==> config.mk <==
export PLATFORM = sky130hd
export DESIGN_NAME = lc4_core
export DESIGN_NICKNAME = d
export VERILOG_FILES = /design/src/design/lc4_pkg.sv /design/src/design/lc4_core.sv /design/src/design/lc4_execute.sv /design/src/design/lc4_decode.sv /design/src/design/lc4_fetch.sv /design/src/design/lc4_regfile.sv
export SDC_FILE = /design/constraint.sdc
export NUM_CORES = 1
export LEC_CHECK = 0
export ABC_CLOCK_PERIOD_IN_PS = 7200
export BUFFER_PORTS_ARGS = -buffer_cell sky130_fd_sc_hd__buf_2
export CORE_ASPECT_RATIO = 1.4
export CORE_MARGIN = 3
export CORE_UTILIZATION = 57
export DETAILED_ROUTE_END_ITERATION = 7
export HOLD_SLACK_MARGIN = 0.1
export PLACE_DENSITY = 0.81
export SLEW_MARGIN = 20
export SYNTH_ARGS = -nofsm -noshare
export SYNTH_HDL_FRONTEND = slang
export SYNTH_HIERARCHICAL = 1
export SYNTH_SLANG_ARGS = --single-unit
==> constraint.sdc <==
create_clock -name gwe -period 7.2 [get_ports gwe]
set_input_delay 0.36 -clock gwe [delete_from_list [all_inputs] [get_ports gwe]]
set_output_delay 0.36 -clock gwe [all_outputs]
set_load 0.01 [all_outputs]
==> src/design/lc4_pkg.sv <==
package lc4_pkg;

  localparam int WORD_W    = 16;  // Data and address width
  localparam int REG_SEL_W = 3;   // Eight registers
  localparam int NZP_W     = 3;

  localparam logic [WORD_W-1:0] RESET_PC_DEF = 16'h8200;  // First fetch address

  // Opcodes in bits 15:12
  localparam logic [3:0] OP_BR    = 4'b0000;
  localparam logic [3:0] OP_ARITH = 4'b0001;
  localparam logic [3:0] OP_LOGIC = 4'b0101;
  localparam logic [3:0] OP_CONST = 4'b1001;

  // Arithmetic sub-operations in bits 4:3
  localparam logic [1:0] SUB_ADD = 2'b00;
  localparam logic [1:0] SUB_MUL = 2'b01;
  localparam logic [1:0] SUB_SUB = 2'b10;

  // Logic sub-operations in bits 4:3, 01 is NOT and is not kept
  localparam logic [1:0] SUB_AND = 2'b00;
  localparam logic [1:0] SUB_OR  = 2'b10;
  localparam logic [1:0] SUB_XOR = 2'b11;

  // One instruction word, seen as register format or as 9-bit immediate format
  typedef union packed {
    struct packed {
      logic [3:0]           opcode;
      logic [REG_SEL_W-1:0] rd;
      logic [REG_SEL_W-1:0] rs;
      logic                 imm_flag;  // Set for the imm5 forms
      logic [1:0]           sub2;      // Upper imm5 bits when imm_flag is set
      logic [REG_SEL_W-1:0] rt;
    } alu_fmt;
    struct packed {
      logic [3:0]       opcode;
      logic [NZP_W-1:0] rd_nzp;  // CONST destination or BR condition mask
      logic [8:0]       imm9;
    } imm_fmt;
  } insn_u;

  // Operation carried from decode into execute
  typedef enum logic [2:0] {
    ALU_ADD,
    ALU_MUL,
    ALU_SUB,
    ALU_AND,
    ALU_OR,
    ALU_XOR,
    ALU_CONST,
    ALU_PASS_NONE  // Branch, NOP or unsupported opcode
  } alu_op_e;

endpackage
==> src/design/lc4_core.sv <==
`timescale 1ns/10ps

module lc4_core import lc4_pkg::*; #(
  parameter logic [WORD_W-1:0] RESET_PC = RESET_PC_DEF
) (
  input  logic                 gwe,
  input  logic                 i_rst_n,
  output logic [WORD_W-1:0]    o_cur_pc,           // Instruction memory address
  input  logic [WORD_W-1:0]    i_cur_insn,         // Word for last cycle's address
  output logic                 o_test_valid,
  output logic [WORD_W-1:0]    o_test_pc,
  output logic                 o_test_regfile_we,
  output logic [REG_SEL_W-1:0] o_test_wsel,
  output logic [WORD_W-1:0]    o_test_wdata,
  output logic                 o_test_nzp_we,
  output logic [NZP_W-1:0]     o_test_nzp_bits
);

  logic [WORD_W-1:0]    f_req_pc;
  logic                 f_req_valid;
  logic                 x_valid;
  logic [WORD_W-1:0]    x_pc;
  alu_op_e              x_op;
  logic [REG_SEL_W-1:0] x_wsel;
  logic                 x_regfile_we;
  logic                 x_nzp_we;
  logic [REG_SEL_W-1:0] x_rs_sel;
  logic [REG_SEL_W-1:0] x_rt_sel;
  logic [WORD_W-1:0]    x_rs_data;
  logic [WORD_W-1:0]    x_rt_data;
  logic [WORD_W-1:0]    x_imm;
  logic                 x_use_imm;
  logic [NZP_W-1:0]     x_br_mask;
  logic                 x_is_branch;
  logic                 x_flush;
  logic [WORD_W-1:0]    x_target;
  logic                 w_regfile_we;
  logic [REG_SEL_W-1:0] w_wsel;
  logic [WORD_W-1:0]    w_wdata;

  lc4_fetch #(.RESET_PC(RESET_PC)) u_fetch (
    .gwe         (gwe),
    .i_rst_n     (i_rst_n),
    .i_flush     (x_flush),
    .i_target    (x_target),
    .o_cur_pc    (o_cur_pc),
    .o_req_pc    (f_req_pc),
    .o_req_valid (f_req_valid)
  );

  lc4_decode u_decode (
    .gwe            (gwe),
    .i_rst_n        (i_rst_n),
    .i_insn         (i_cur_insn),
    .i_pc           (f_req_pc),
    .i_valid        (f_req_valid),
    .i_flush        (x_flush),
    .i_w_we         (w_regfile_we),
    .i_w_wsel       (w_wsel),
    .i_w_wdata      (w_wdata),
    .o_x_valid      (x_valid),
    .o_x_pc         (x_pc),
    .o_x_op         (x_op),
    .o_x_wsel       (x_wsel),
    .o_x_regfile_we (x_regfile_we),
    .o_x_nzp_we     (x_nzp_we),
    .o_x_rs_sel     (x_rs_sel),
    .o_x_rt_sel     (x_rt_sel),
    .o_x_rs_data    (x_rs_data),
    .o_x_rt_data    (x_rt_data),
    .o_x_imm        (x_imm),
    .o_x_use_imm    (x_use_imm),
    .o_x_br_mask    (x_br_mask),
    .o_x_is_branch  (x_is_branch)
  );

  lc4_execute u_execute (
    .gwe               (gwe),
    .i_rst_n           (i_rst_n),
    .i_x_valid         (x_valid),
    .i_x_pc            (x_pc),
    .i_x_op            (x_op),
    .i_x_wsel          (x_wsel),
    .i_x_regfile_we    (x_regfile_we),
    .i_x_nzp_we        (x_nzp_we),
    .i_x_rs_sel        (x_rs_sel),
    .i_x_rt_sel        (x_rt_sel),
    .i_x_rs_data       (x_rs_data),
    .i_x_rt_data       (x_rt_data),
    .i_x_imm           (x_imm),
    .i_x_use_imm       (x_use_imm),
    .i_x_br_mask       (x_br_mask),
    .i_x_is_branch     (x_is_branch),
    .o_flush           (x_flush),
    .o_target          (x_target),
    .o_w_we            (w_regfile_we),
    .o_w_wsel          (w_wsel),
    .o_w_wdata         (w_wdata),
    .o_test_valid      (o_test_valid),
    .o_test_pc         (o_test_pc),
    .o_test_regfile_we (o_test_regfile_we),
    .o_test_wsel       (o_test_wsel),
    .o_test_wdata      (o_test_wdata),
    .o_test_nzp_we     (o_test_nzp_we),
    .o_test_nzp_bits   (o_test_nzp_bits)
  );

endmodule

==> src/design/lc4_execute.sv <==
`timescale 1ns/10ps

module lc4_execute import lc4_pkg::*; (
  input  logic                 gwe,
  input  logic                 i_rst_n,
  input  logic                 i_x_valid,
  input  logic [WORD_W-1:0]    i_x_pc,
  input  alu_op_e              i_x_op,
  input  logic [REG_SEL_W-1:0] i_x_wsel,
  input  logic                 i_x_regfile_we,
  input  logic                 i_x_nzp_we,
  input  logic [REG_SEL_W-1:0] i_x_rs_sel,
  input  logic [REG_SEL_W-1:0] i_x_rt_sel,
  input  logic [WORD_W-1:0]    i_x_rs_data,
  input  logic [WORD_W-1:0]    i_x_rt_data,
  input  logic [WORD_W-1:0]    i_x_imm,
  input  logic                 i_x_use_imm,
  input  logic [NZP_W-1:0]     i_x_br_mask,
  input  logic                 i_x_is_branch,
  output logic                 o_flush,            // Taken branch, redirect fetch
  output logic [WORD_W-1:0]    o_target,
  output logic                 o_w_we,             // Register file write port
  output logic [REG_SEL_W-1:0] o_w_wsel,
  output logic [WORD_W-1:0]    o_w_wdata,
  output logic                 o_test_valid,
  output logic [WORD_W-1:0]    o_test_pc,
  output logic                 o_test_regfile_we,
  output logic [REG_SEL_W-1:0] o_test_wsel,
  output logic [WORD_W-1:0]    o_test_wdata,
  output logic                 o_test_nzp_we,
  output logic [NZP_W-1:0]     o_test_nzp_bits
);

  logic [WORD_W-1:0]    rs_val;
  logic [WORD_W-1:0]    rt_val;
  logic [WORD_W-1:0]    opb;
  logic [WORD_W-1:0]    alu_res;
  logic [NZP_W-1:0]     x_nzp;
  logic [NZP_W-1:0]     br_nzp;
  logic [NZP_W-1:0]     nzp_q;       // Architectural condition codes
  logic                 w_valid;
  logic [WORD_W-1:0]    w_pc;
  logic                 w_regfile_we;
  logic [REG_SEL_W-1:0] w_wsel;
  logic [WORD_W-1:0]    w_wdata;
  logic                 w_nzp_we;
  logic [NZP_W-1:0]     w_nzp_bits;

  // Bypass from writeback, covers the back-to-back dependency
  assign rs_val = (w_regfile_we && (w_wsel == i_x_rs_sel)) ? w_wdata : i_x_rs_data;
  assign rt_val = (w_regfile_we && (w_wsel == i_x_rt_sel)) ? w_wdata : i_x_rt_data;
  assign opb    = i_x_use_imm ? i_x_imm : rt_val;

  always_comb begin
    case (i_x_op)
      ALU_ADD:   alu_res = rs_val + opb;
      ALU_MUL:   alu_res = rs_val * opb;  // Low half of the product
      ALU_SUB:   alu_res = rs_val - opb;
      ALU_AND:   alu_res = rs_val & opb;
      ALU_OR:    alu_res = rs_val | opb;
      ALU_XOR:   alu_res = rs_val ^ opb;
      ALU_CONST: alu_res = i_x_imm;
      default:   alu_res = '0;
    endcase
  end

  assign x_nzp[2] = alu_res[WORD_W-1];               // N
  assign x_nzp[1] = (alu_res == '0);                 // Z
  assign x_nzp[0] = !alu_res[WORD_W-1] && !x_nzp[1]; // P

  // NZP from writeback is newer than the register
  assign br_nzp   = w_nzp_we ? w_nzp_bits : nzp_q;
  assign o_flush  = i_x_is_branch && |(i_x_br_mask & br_nzp);
  assign o_target = i_x_pc + 16'd1 + i_x_imm;

  always_ff @(posedge gwe) begin
    if (!i_rst_n) begin
      w_valid      <= 1'b0;
      w_regfile_we <= 1'b0;
      w_nzp_we     <= 1'b0;
      nzp_q        <= '0;
    end else begin
      w_valid      <= i_x_valid;
      w_regfile_we <= i_x_regfile_we;
      w_nzp_we     <= i_x_nzp_we;
      if (w_nzp_we) begin
        nzp_q <= w_nzp_bits;  // Commit at writeback
      end
    end
  end

  always_ff @(posedge gwe) begin
    w_pc       <= i_x_pc;
    w_wsel     <= i_x_wsel;
    w_wdata    <= alu_res;
    w_nzp_bits <= x_nzp;
  end

  assign o_w_we    = w_regfile_we;
  assign o_w_wsel  = w_wsel;
  assign o_w_wdata = w_wdata;

  assign o_test_valid      = w_valid;
  assign o_test_pc         = w_pc;
  assign o_test_regfile_we = w_regfile_we;
  assign o_test_wsel       = w_wsel;
  assign o_test_wdata      = w_wdata;
  assign o_test_nzp_we     = w_nzp_we;
  assign o_test_nzp_bits   = w_nzp_bits;

  // Decode must never hand a live branch flag to a bubble
  a_no_flush_on_bubble : assert property (@(posedge gwe) disable iff (!i_rst_n)
    !i_x_valid |-> !o_flush);

endmodule

==> src/design/lc4_decode.sv <==
`timescale 1ns/10ps

module lc4_decode import lc4_pkg::*; (
  input  logic                 gwe,
  input  logic                 i_rst_n,
  input  insn_u                i_insn,       // Word from instruction memory
  input  logic [WORD_W-1:0]    i_pc,
  input  logic                 i_valid,
  input  logic                 i_flush,      // Taken branch, squash this slot
  input  logic                 i_w_we,       // Writeback into the register file
  input  logic [REG_SEL_W-1:0] i_w_wsel,
  input  logic [WORD_W-1:0]    i_w_wdata,
  output logic                 o_x_valid,
  output logic [WORD_W-1:0]    o_x_pc,
  output alu_op_e              o_x_op,
  output logic [REG_SEL_W-1:0] o_x_wsel,
  output logic                 o_x_regfile_we,
  output logic                 o_x_nzp_we,
  output logic [REG_SEL_W-1:0] o_x_rs_sel,
  output logic [REG_SEL_W-1:0] o_x_rt_sel,
  output logic [WORD_W-1:0]    o_x_rs_data,
  output logic [WORD_W-1:0]    o_x_rt_data,
  output logic [WORD_W-1:0]    o_x_imm,       // Sign-extended imm5 or imm9
  output logic                 o_x_use_imm,   // Second ALU operand is o_x_imm
  output logic [NZP_W-1:0]     o_x_br_mask,
  output logic                 o_x_is_branch
);

  logic [WORD_W-1:0]    imm5_sx;
  logic [WORD_W-1:0]    imm9_sx;
  logic [WORD_W-1:0]    rs_data;
  logic [WORD_W-1:0]    rt_data;
  alu_op_e              d_op;
  logic [WORD_W-1:0]    d_imm;
  logic                 d_use_imm;
  logic                 d_writes;   // Writes both a register and NZP
  logic                 d_is_branch;

  // imm5 is sub2 followed by rt
  assign imm5_sx = {{(WORD_W-5){i_insn.alu_fmt.sub2[1]}}, i_insn.alu_fmt.sub2,
                    i_insn.alu_fmt.rt};
  assign imm9_sx = {{(WORD_W-9){i_insn.imm_fmt.imm9[8]}}, i_insn.imm_fmt.imm9};

  lc4_regfile u_regfile (
    .gwe       (gwe),
    .i_rst_n   (i_rst_n),
    .i_rs_sel  (i_insn.alu_fmt.rs),
    .i_rt_sel  (i_insn.alu_fmt.rt),
    .i_wsel    (i_w_wsel),
    .i_we      (i_w_we),
    .i_wdata   (i_w_wdata),
    .o_rs_data (rs_data),
    .o_rt_data (rt_data)
  );

  always_comb begin
    d_op        = ALU_PASS_NONE;  // Anything unlisted retires with no writes
    d_imm       = imm5_sx;
    d_use_imm   = 1'b0;
    d_writes    = 1'b0;
    d_is_branch = 1'b0;
    case (i_insn.alu_fmt.opcode)
      OP_ARITH: begin
        d_writes = 1'b1;
        if (i_insn.alu_fmt.imm_flag) begin
          d_op      = ALU_ADD;  // ADD imm5
          d_use_imm = 1'b1;
        end else begin
          case (i_insn.alu_fmt.sub2)
            SUB_ADD: d_op = ALU_ADD;
            SUB_MUL: d_op = ALU_MUL;
            SUB_SUB: d_op = ALU_SUB;
            default: d_writes = 1'b0;  // DIV dropped
          endcase
        end
      end
      OP_LOGIC: begin
        d_writes = 1'b1;
        if (i_insn.alu_fmt.imm_flag) begin
          d_op      = ALU_AND;  // AND imm5
          d_use_imm = 1'b1;
        end else begin
          case (i_insn.alu_fmt.sub2)
            SUB_AND: d_op = ALU_AND;
            SUB_OR:  d_op = ALU_OR;
            SUB_XOR: d_op = ALU_XOR;
            default: d_writes = 1'b0;  // NOT dropped
          endcase
        end
      end
      OP_CONST: begin
        d_op     = ALU_CONST;
        d_imm    = imm9_sx;
        d_writes = 1'b1;
      end
      OP_BR: begin
        d_is_branch = 1'b1;  // Mask of zero is a NOP, never taken
        d_imm       = imm9_sx;
      end
      default: ;
    endcase
  end

  // Control half of the execute register, a bubble clears every enable
  always_ff @(posedge gwe) begin
    if (!i_rst_n || !i_valid || i_flush) begin
      o_x_valid      <= 1'b0;
      o_x_regfile_we <= 1'b0;
      o_x_nzp_we     <= 1'b0;
      o_x_is_branch  <= 1'b0;
    end else begin
      o_x_valid      <= 1'b1;
      o_x_regfile_we <= d_writes;
      o_x_nzp_we     <= d_writes;
      o_x_is_branch  <= d_is_branch;
    end
  end

  // Payload half
  always_ff @(posedge gwe) begin
    o_x_pc      <= i_pc;
    o_x_op      <= d_op;
    o_x_wsel    <= i_insn.alu_fmt.rd;  // CONST destination sits in the same bits
    o_x_rs_sel  <= i_insn.alu_fmt.rs;
    o_x_rt_sel  <= i_insn.alu_fmt.rt;
    o_x_rs_data <= rs_data;
    o_x_rt_data <= rt_data;
    o_x_imm     <= d_imm;
    o_x_use_imm <= d_use_imm;
    o_x_br_mask <= i_insn.imm_fmt.rd_nzp;
  end

  // A bubble in execute reaches the register file port with no write
  a_bubble_quiet : assert property (@(posedge gwe) disable iff (!i_rst_n)
    !o_x_valid |=> !i_w_we);

endmodule

==> src/design/lc4_fetch.sv <==
`timescale 1ns/10ps

module lc4_fetch import lc4_pkg::*; #(
  parameter logic [WORD_W-1:0] RESET_PC = RESET_PC_DEF
) (
  input  logic              gwe,
  input  logic              i_rst_n,
  input  logic              i_flush,      // Taken branch in execute
  input  logic [WORD_W-1:0] i_target,     // Branch target from execute
  output logic [WORD_W-1:0] o_cur_pc,     // Address to instruction memory
  output logic [WORD_W-1:0] o_req_pc,     // PC of the word arriving this cycle
  output logic              o_req_valid   // Low for a killed or reset request
);

  logic [WORD_W-1:0] pc_q;
  logic [WORD_W-1:0] pc_next;

  assign pc_next  = i_flush ? i_target : pc_q + 16'd1;  // Redirect wins over sequential fetch
  assign o_cur_pc = pc_q;

  always_ff @(posedge gwe) begin
    if (!i_rst_n) begin
      pc_q <= RESET_PC;
    end else begin
      pc_q <= pc_next;
    end
  end

  // Track the request now in flight, memory answers one cycle later
  always_ff @(posedge gwe) begin
    if (!i_rst_n) begin
      o_req_valid <= 1'b0;
    end else begin
      o_req_valid <= !i_flush;  // Word fetched under a taken branch is dropped
    end
  end

  always_ff @(posedge gwe) begin
    o_req_pc <= pc_q;  // Payload only
  end

  // Two empty slots follow a taken branch, so no redirect comes in the next two cycles
  a_flush_spacing : assert property (@(posedge gwe) disable iff (!i_rst_n)
    i_flush |=> !i_flush ##1 !i_flush);

endmodule

==> src/design/lc4_regfile.sv <==
`timescale 1ns/10ps

module lc4_regfile import lc4_pkg::*; (
  input  logic                 gwe,
  input  logic                 i_rst_n,
  input  logic [REG_SEL_W-1:0] i_rs_sel,
  input  logic [REG_SEL_W-1:0] i_rt_sel,
  input  logic [REG_SEL_W-1:0] i_wsel,
  input  logic                 i_we,
  input  logic [WORD_W-1:0]    i_wdata,
  output logic [WORD_W-1:0]    o_rs_data,
  output logic [WORD_W-1:0]    o_rt_data
);

  logic [WORD_W-1:0] regs [2**REG_SEL_W];

  always_ff @(posedge gwe) begin
    if (!i_rst_n) begin
      regs <= '{default: '0};  // All registers start at zero
    end else if (i_we) begin
      regs[i_wsel] <= i_wdata;
    end
  end

  // Write-through, a same-cycle write is seen by the reader
  assign o_rs_data = (i_we && (i_wsel == i_rs_sel)) ? i_wdata : regs[i_rs_sel];
  assign o_rt_data = (i_we && (i_wsel == i_rt_sel)) ? i_wdata : regs[i_rt_sel];

endmodule

# Yosys cells after proc, flatten, opt, wreduce, memory -nomap -nowiden
# Index checks and enable logic that the tools add are counted.
[totals] output_inout_bits=57 regBits=284 input_bits=18 elab_cells=117
[classes] n_mul=1 n_addsub=5 n_eq_ne=16 n_reduce_logical=23 bitwise_logic=7 order_cmp=4 muxes=31
[op_table] operator="16-bit 2-to-1 mux" n=12
[op_table] operator="128-bit bitwise mux" n=1
[op_table] operator="16-bit case mux with 7 select lines" n=1
[op_table] operator="16-bit binary-select mux with 3-bit select" n=2
[op_table] operator="16-bit demux with 3-bit select" n=1
[op_table] operator="16-bit by 1-bit adder with 16-bit output, second input constant" n=2
[op_table] operator="16-bit adder" n=2
[op_table] operator="3-bit case mux with 3 select lines" n=3
[op_table] operator="16-bit AND" n=1
[op_table] operator="16-bit logical NOT" n=1
[op_table] operator="16-bit by 16-bit multiplier with 16-bit output" n=1
[op_table] operator="16-bit bitwise OR" n=1
[op_table] operator="16-bit subtractor" n=1
[op_table] operator="16-bit bitwise XOR" n=1
[op_table] operator="3-bit == test" n=4
[op_table] operator="4-bit >= comparator, second input constant" n=3
[op_table] operator="3-bit NOT with 4-bit output" n=3
[op_table] operator="3-bit == test, second input constant" n=3
[op_table] operator="3-bit 2-to-1 mux" n=3
[op_table] operator="3-bit OR reduction" n=3
[op_table] operator="1-bit logical AND" n=7
[op_table] operator="1-bit 2-to-1 mux" n=7
[op_table] operator="3-bit by 2-bit == test with 1-bit output, second input constant" n=2
[op_table] operator="1-bit logical NOT" n=5
[op_table] operator="14 further kinds" n=17

# Longest topological paths before layout
[depth] ltp_word=9 depth_mapped=31 mapped_depth_nobuf=29

# Cells and area by module
# Netlist, hierarchy kept.
[modules_own_cells] module="lc4_execute" n_inst=1 seq_area_each_um2=860.8 area_each_um2=8784.7 cells_per_inst=1072
[modules_own_cells] module="lc4_regfile" n_inst=1 seq_area_each_um2=2562.5 area_each_um2=7622.3 cells_per_inst=747
[modules_own_cells] module="lc4_decode" n_inst=1 seq_area_each_um2=1401.3 area_each_um2=1694.1 cells_per_inst=116
[modules_own_cells] module="lc4_fetch" n_inst=1 seq_area_each_um2=660.6 area_each_um2=1198.6 cells_per_inst=115

# Worst setup path before layout
# OpenSTA, ideal clock, no wires.
[synth_path] path_type="register to register" from="reg u_decode.o_x_imm[1]" to="reg u_execute.w_nzp_bits[1] (netlist: u_execute/o_test_nzp_bits[1])" stages_incl_launch_ff=27 arrival_ps=7021 n_path_buf=3 setup_ps=79 t_required_ps=7121 setup_slack_ps=100 synth_period_minus_slack_ps=7100 path_cell_list="dfxtp_1 > buf_4 > xnor2_2 > nand4_2 > buf_6 > mux2i_1 > o21ai_1 > inv_1 > clkbuf_1 > nor2_1 > fa_1 > fa_1 > ha_1 > fa_1 > inv_1 > fa_1 > fa_1 > inv_1 > ha_1 > o21a_1 > o31a_1 > o41a_1 > mux2i_1 > a2111oi_0 > o2111ai_1 > or4_1 > a211oi_2"
[synth_via] elab_chain_len=4 elab_cells_between_ends=9 cone_classes="add/sub: 2; mul: 1; mux: 2; bitwise: 3; reduce/logical: 1"
[synth_lines] element="start: declaration" line="lc4_decode.sv:23" source="output logic [WORD_W-1:0] o_x_imm,"
[synth_lines] element="start signal: assignment" line="lc4_decode.sv:128" source="o_x_imm <= d_imm;"
[synth_lines] element="16-bit 2-to-1 mux" line="lc4_execute.sv:52" source="assign opb = i_x_use_imm ? i_x_imm : rt_val;"
[synth_lines] element="16-bit by 16-bit multiplier with 16-bit output, or another cell as far along" line="lc4_execute.sv:57" source="ALU_MUL: alu_res = rs_val * opb;"
[synth_lines] element="16-bit case mux with 7 select lines *" line="lc4_execute.sv:55" source="case (i_x_op)"
[synth_lines] element="16-bit logical NOT *" line="lc4_execute.sv:68" source="assign x_nzp[1] = (alu_res == '0);"
[synth_lines] element="via u_execute.x_nzp[1]" line="lc4_execute.sv:38" source="logic [NZP_W-1:0] x_nzp;"
[synth_lines] element="end signal: assignment" line="lc4_execute.sv:96" source="w_nzp_bits <= x_nzp;"
[synth_lines] element="end: declaration" line="lc4_execute.sv:47" source="logic [NZP_W-1:0] w_nzp_bits;"
# Mark *: on every way through the listed nets, which the timed path passes. The rest lies on a longest branch.
# A chain may end at the register's enable or synchronous reset.

# Worst setup path after layout
[layout_path] from="reg u_decode.o_x_imm[2]" to="reg u_execute.w_nzp_bits[1] (netlist: u_execute/o_test_nzp_bits[1])"
[layout_via] elab_chain_len=4 elab_cells_between_ends=9 cone_classes="add/sub: 2; mul: 1; mux: 2; bitwise: 3; reduce/logical: 1"
[layout_lines] element="16-bit 2-to-1 mux *" line="lc4_execute.sv:52"
[layout_lines] element="16-bit by 16-bit multiplier with 16-bit output, or another cell as far along" line="lc4_execute.sv:57"
[layout_lines] element="16-bit case mux with 7 select lines *" line="lc4_execute.sv:55"
[layout_lines] element="via u_execute.alu_res[10]" line="lc4_execute.sv:37" source="logic [WORD_W-1:0] alu_res;"
[layout_lines] element="16-bit logical NOT *" line="lc4_execute.sv:68"
[layout_lines] element="via u_execute.x_nzp[1]" line="lc4_execute.sv:38"
# Marks and branches as above.

==> flow_metrics.py <==
metrics = {
    "outcome": {
        "status": "finished, final reports clean",
    },
    "timing": {
        "slew_violations": 0,
        "min_period_ps": 7080,
        "hold_viol_final": 0,
        "maxSlewHeadroom_pct": 25.4,
        "rsz0062_at_grt": "true",
        "min_period_over_period_pct": 98.4,
        "skew_ps": 36.1,
        "max_slew.worst_pin.slew_ps": 1110,
        "max_freq_ghz": 0.141,
        "worst_slack_ps": 118,
        "setup_viol": 0,
    },
    "yosys": {
        "async_flop_share_pct": 0,
        "syn_area_um2": 19300,
        "syn_inst": 2050,
        "ys_ff_latch": 274,
        "synthTopCellsByCount": "nand2_1 (371), dfxtp_1 (274), inv_1 (166), nor2_1 (120), ha_1 (113)",
        "synth_edf_count": 0,
        "synth.avg_cell_area_um2": 9.41,
        "ys_types": 99,
        "synthFlopType": "dfxtp_1",
        "syn_nets": 2263,
        "synth.most_common_cell": "nand2_1",
        "yosys-top-cells-area": "dfxtp_1 (28%), fa_1 (8.5%), ha_1 (7.3%)",
        "synth_area_leader_cell": "dfxtp_1",
        "synth_warnings": 6,
        "synth_top_cell_area_share_pct": 28.4,
        "synth_seq_area_share_pct": 28.4,
    },
    "worst_setup_path": {
        "path_class": "reg2reg",
        "slowest_delay_ps": 560,
        "crit_top_cell": "fa_1",
        "worstPathMaxFanout": 6,
        "r2r_end": "u_execute/o_test_nzp_bits[1]",
        "crit_slowest_cell": "or4b_1",
        "r2r_cells": 28,
        "cp-startpoint": "u_decode/o_x_imm[2]",
        "ff2ff_setup_slack_ps": 120,
        "crit_required_ps": 7660,
        "cp-end-kind": "flop",
        "r2r_start": "u_decode/o_x_imm[2]",
        "worstPathArrival_ps": 7540,
        "cp-start-kind": "flop",
    },
    "power": {
        "power_density_nw_per_um2": 156,
        "p_seq_share_pct": 46.6,
        "clkPwrFrac_pct": 42.0,
        "switching_power_uw": 863,
        "max-vdd-ir-drop_mv": 0.175,
        "p_int_mw": 2.51,
        "p_leak_nw": 9.39,
        "power_frac_comb_pct": 11.4,
        "switching_share_pct": 25.6,
    },
    "route": {
        "dr_total_vias": 15705,
        "routed_wl_um": 57000,
        "drc_errors": 0,
        "first_pass_iters": 6,
        "vias_per_cell": 6.07,
        "drtIter0Drc": 1445,
        "drt.antenna.violating_nets": 0,
        "wl_per_cell_um": 22.0,
    },
    "place": {
        "pre_cts_ws_ps": -212,
        "portBuffers": 74,
        "post-place-cells": 2502,
        "hpwl_um": 39700,
        "gp_congestion": 1.02,
    },
    "floorplanning": {
        "rows": 79,
        "die_y_um": 224,
        "die_w_um": 162,
        "core_area_um2": 33300,
        "ios": 75,
        "dieArea_um2": 36100,
        "initial_core_util_pct": 57.9,
    },
    "run": {
        "max_cap_viol_count": 0,
    },
    "global_route": {
        "antenna_found_initial": 0,
        "grt_util_all_layers_pct": 30.0,
        "grt_pass1_wl_um": 85800,
        "grt_max_degree": 134,
        "grt_pass1_vias": 15942,
        "grt-ovfl-total": 0,
    },
    "hold_path": {
        "hold_path_class": "in2reg",
        "whs_endpoint": "u_fetch/o_cur_pc[9]",
        "whs_path_depth": 2,
        "min_from": "i_rst_n",
    },
    "clocking": {
        "cts_tree": "yes",
        "cts.sinks": 274,
        "root_buffer": "clkbuf_16",
        "cts_buffers": 27,
        "cts_max_level": 1,
        "path_clk_slew_ps": 70,
        "worstSkewPairLatency_ps": 570,
        "cts_buffer_depth": 3,
    },
    "layout": {
        "drive_above_1_share_pct": 19.6,
        "syn2layout_area_growth_pct": 11.7,
        "instances_no_fill": 2589,
        "n_antenna_cell": 0,
        "finalNetCount": 2337,
    },
}
[worst max path at each step]
| stage | to | slack, ps | cells after the start |
|---|---|---|---|
| floorplan | u_execute/o_test_nzp_bits[1] | 100 | 26 |
| global placement | u_execute/o_test_nzp_bits[0] | -210 | 28 |
| detailed placement | u_execute/o_test_nzp_bits[0] | -210 | 28 |
| CTS | u_execute/o_test_nzp_bits[1] | 10 | 28 |
| global route | u_execute/o_test_nzp_bits[1] | -140 | 26 |
| finish | u_execute/o_test_nzp_bits[1] | 120 | 28 |
[worst max-delay path: cells and delay by family (launching register included)]
family,cells,cell delay (ps)
flip-flops,1,370
multiplexers,1,180
AO/OA/AOI/OAI,4,670
AND/OR/NAND/NOR,7,1670
buffers and inverters,7,720
XOR/XNOR,2,430
adder cells (fa/ha/maj),7,2960
[placed cells by master, fill, tap and decap left out, drive strengths merged, types with 48 or more instances in the layout]
master	count
o21ai	59
mux4	66
nor2	121
a21boi	133
a21oi	48
inv	184
mux2	79
buf	183
dfxtp	274
nand2	371
xnor2	71
ha	113
fa	82
[per-stage QoR]
step | cell area, um^2 | TNS, ps | power (mW) | hold slack, ps | utilization (%)
2_1_floorplan | 19300 | 0 | 1.85 | 310 | -
6_report | 21600 | 0 | 3.37 | 131 | 64.7
3_5_place_dp | 20000 | -454 | 1.95 | 313 | 60.0
3_3_place_gp | 20000 | -335 | 1.95 | 310 | 60.0
4_1_cts | 21000 | 0 | 3.35 | 105 | 63.1
5_1_grt | 21600 | -223 | 3.47 | 155 | 64.7
[what timing repair did]
item,in CTS,in global routing
gates resized for setup,14,58
cloned,0,2
hold buffers,9,0
pin swaps,1,20
endpoints found under the hold margin,10,0
setup endpoints to repair,3,3
setup buffers,4,21
[state kept, by name (all words and copies together) (netlist names), 3 cells and up]
name / cells
u_decode/o_x_op: 3
u_decode/o_x_pc: 16
u_execute/o_test_wsel: 3
u_fetch/o_req_pc: 16
u_decode/o_x_rs_data: 16
u_decode/o_x_rs_sel: 3
u_decode/o_x_br_mask: 3
u_fetch/o_cur_pc: 16
u_decode/o_x_imm: 9
u_decode/u_regfile/regs: 128
u_decode/o_x_rt_data: 16
u_execute/o_test_wdata: 15
u_execute/o_test_pc: 16
u_execute/nzp_q: 3
u_execute/o_test_nzp_bits: 3
[power groups by stage]
stage          Sequential, mW  Combinational [mW]  Clock [mW]
6_report                 1.57               0.385        1.42
5_1_grt                  1.57               0.411        1.49
3_5_place_dp             1.60               0.353           0
3_3_place_gp             1.60               0.350           0
4_1_cts                  1.56               0.361        1.42
2_1_floorplan            1.59               0.264           0
[area by class of cell]
cell class,instances,area (um^2)
clock buffers,37,753
fillers,2643,11800
repair buffers,193,1360
flip-flops and latches,274,5500
inverters,184,712
multi-input cells,1444,12500
clock inverters,12,130
well taps,445,557
[logic make-up (layout without fill, tap and decap cells)]
kind of cell / Yosys count / in the layout / synth area share (%)
DFF: 274 / 274 / 28.4
buffers and inverters: 332 / 426 / 8.25
muxes: 180 / 180 / 15.5
AOI/OAI and AO/OA: 343 / 343 / 12.5
xor gates and xnor gates: 86 / 86 / 4.34
and+or+nand+nor: 640 / 640 / 15.2
adders and majority gates: 195 / 195 / 15.8
[per-layer routing]
layer | wire [um] | track usage, %
met1 | 20800 | 33.2
met4 | 3970 | 18.2
met3 | 3170 | 3.31
met2 | 29100 | 55.0
met5 | 0 | 0
No activity file was read; power rests on OpenSTA's default activity.
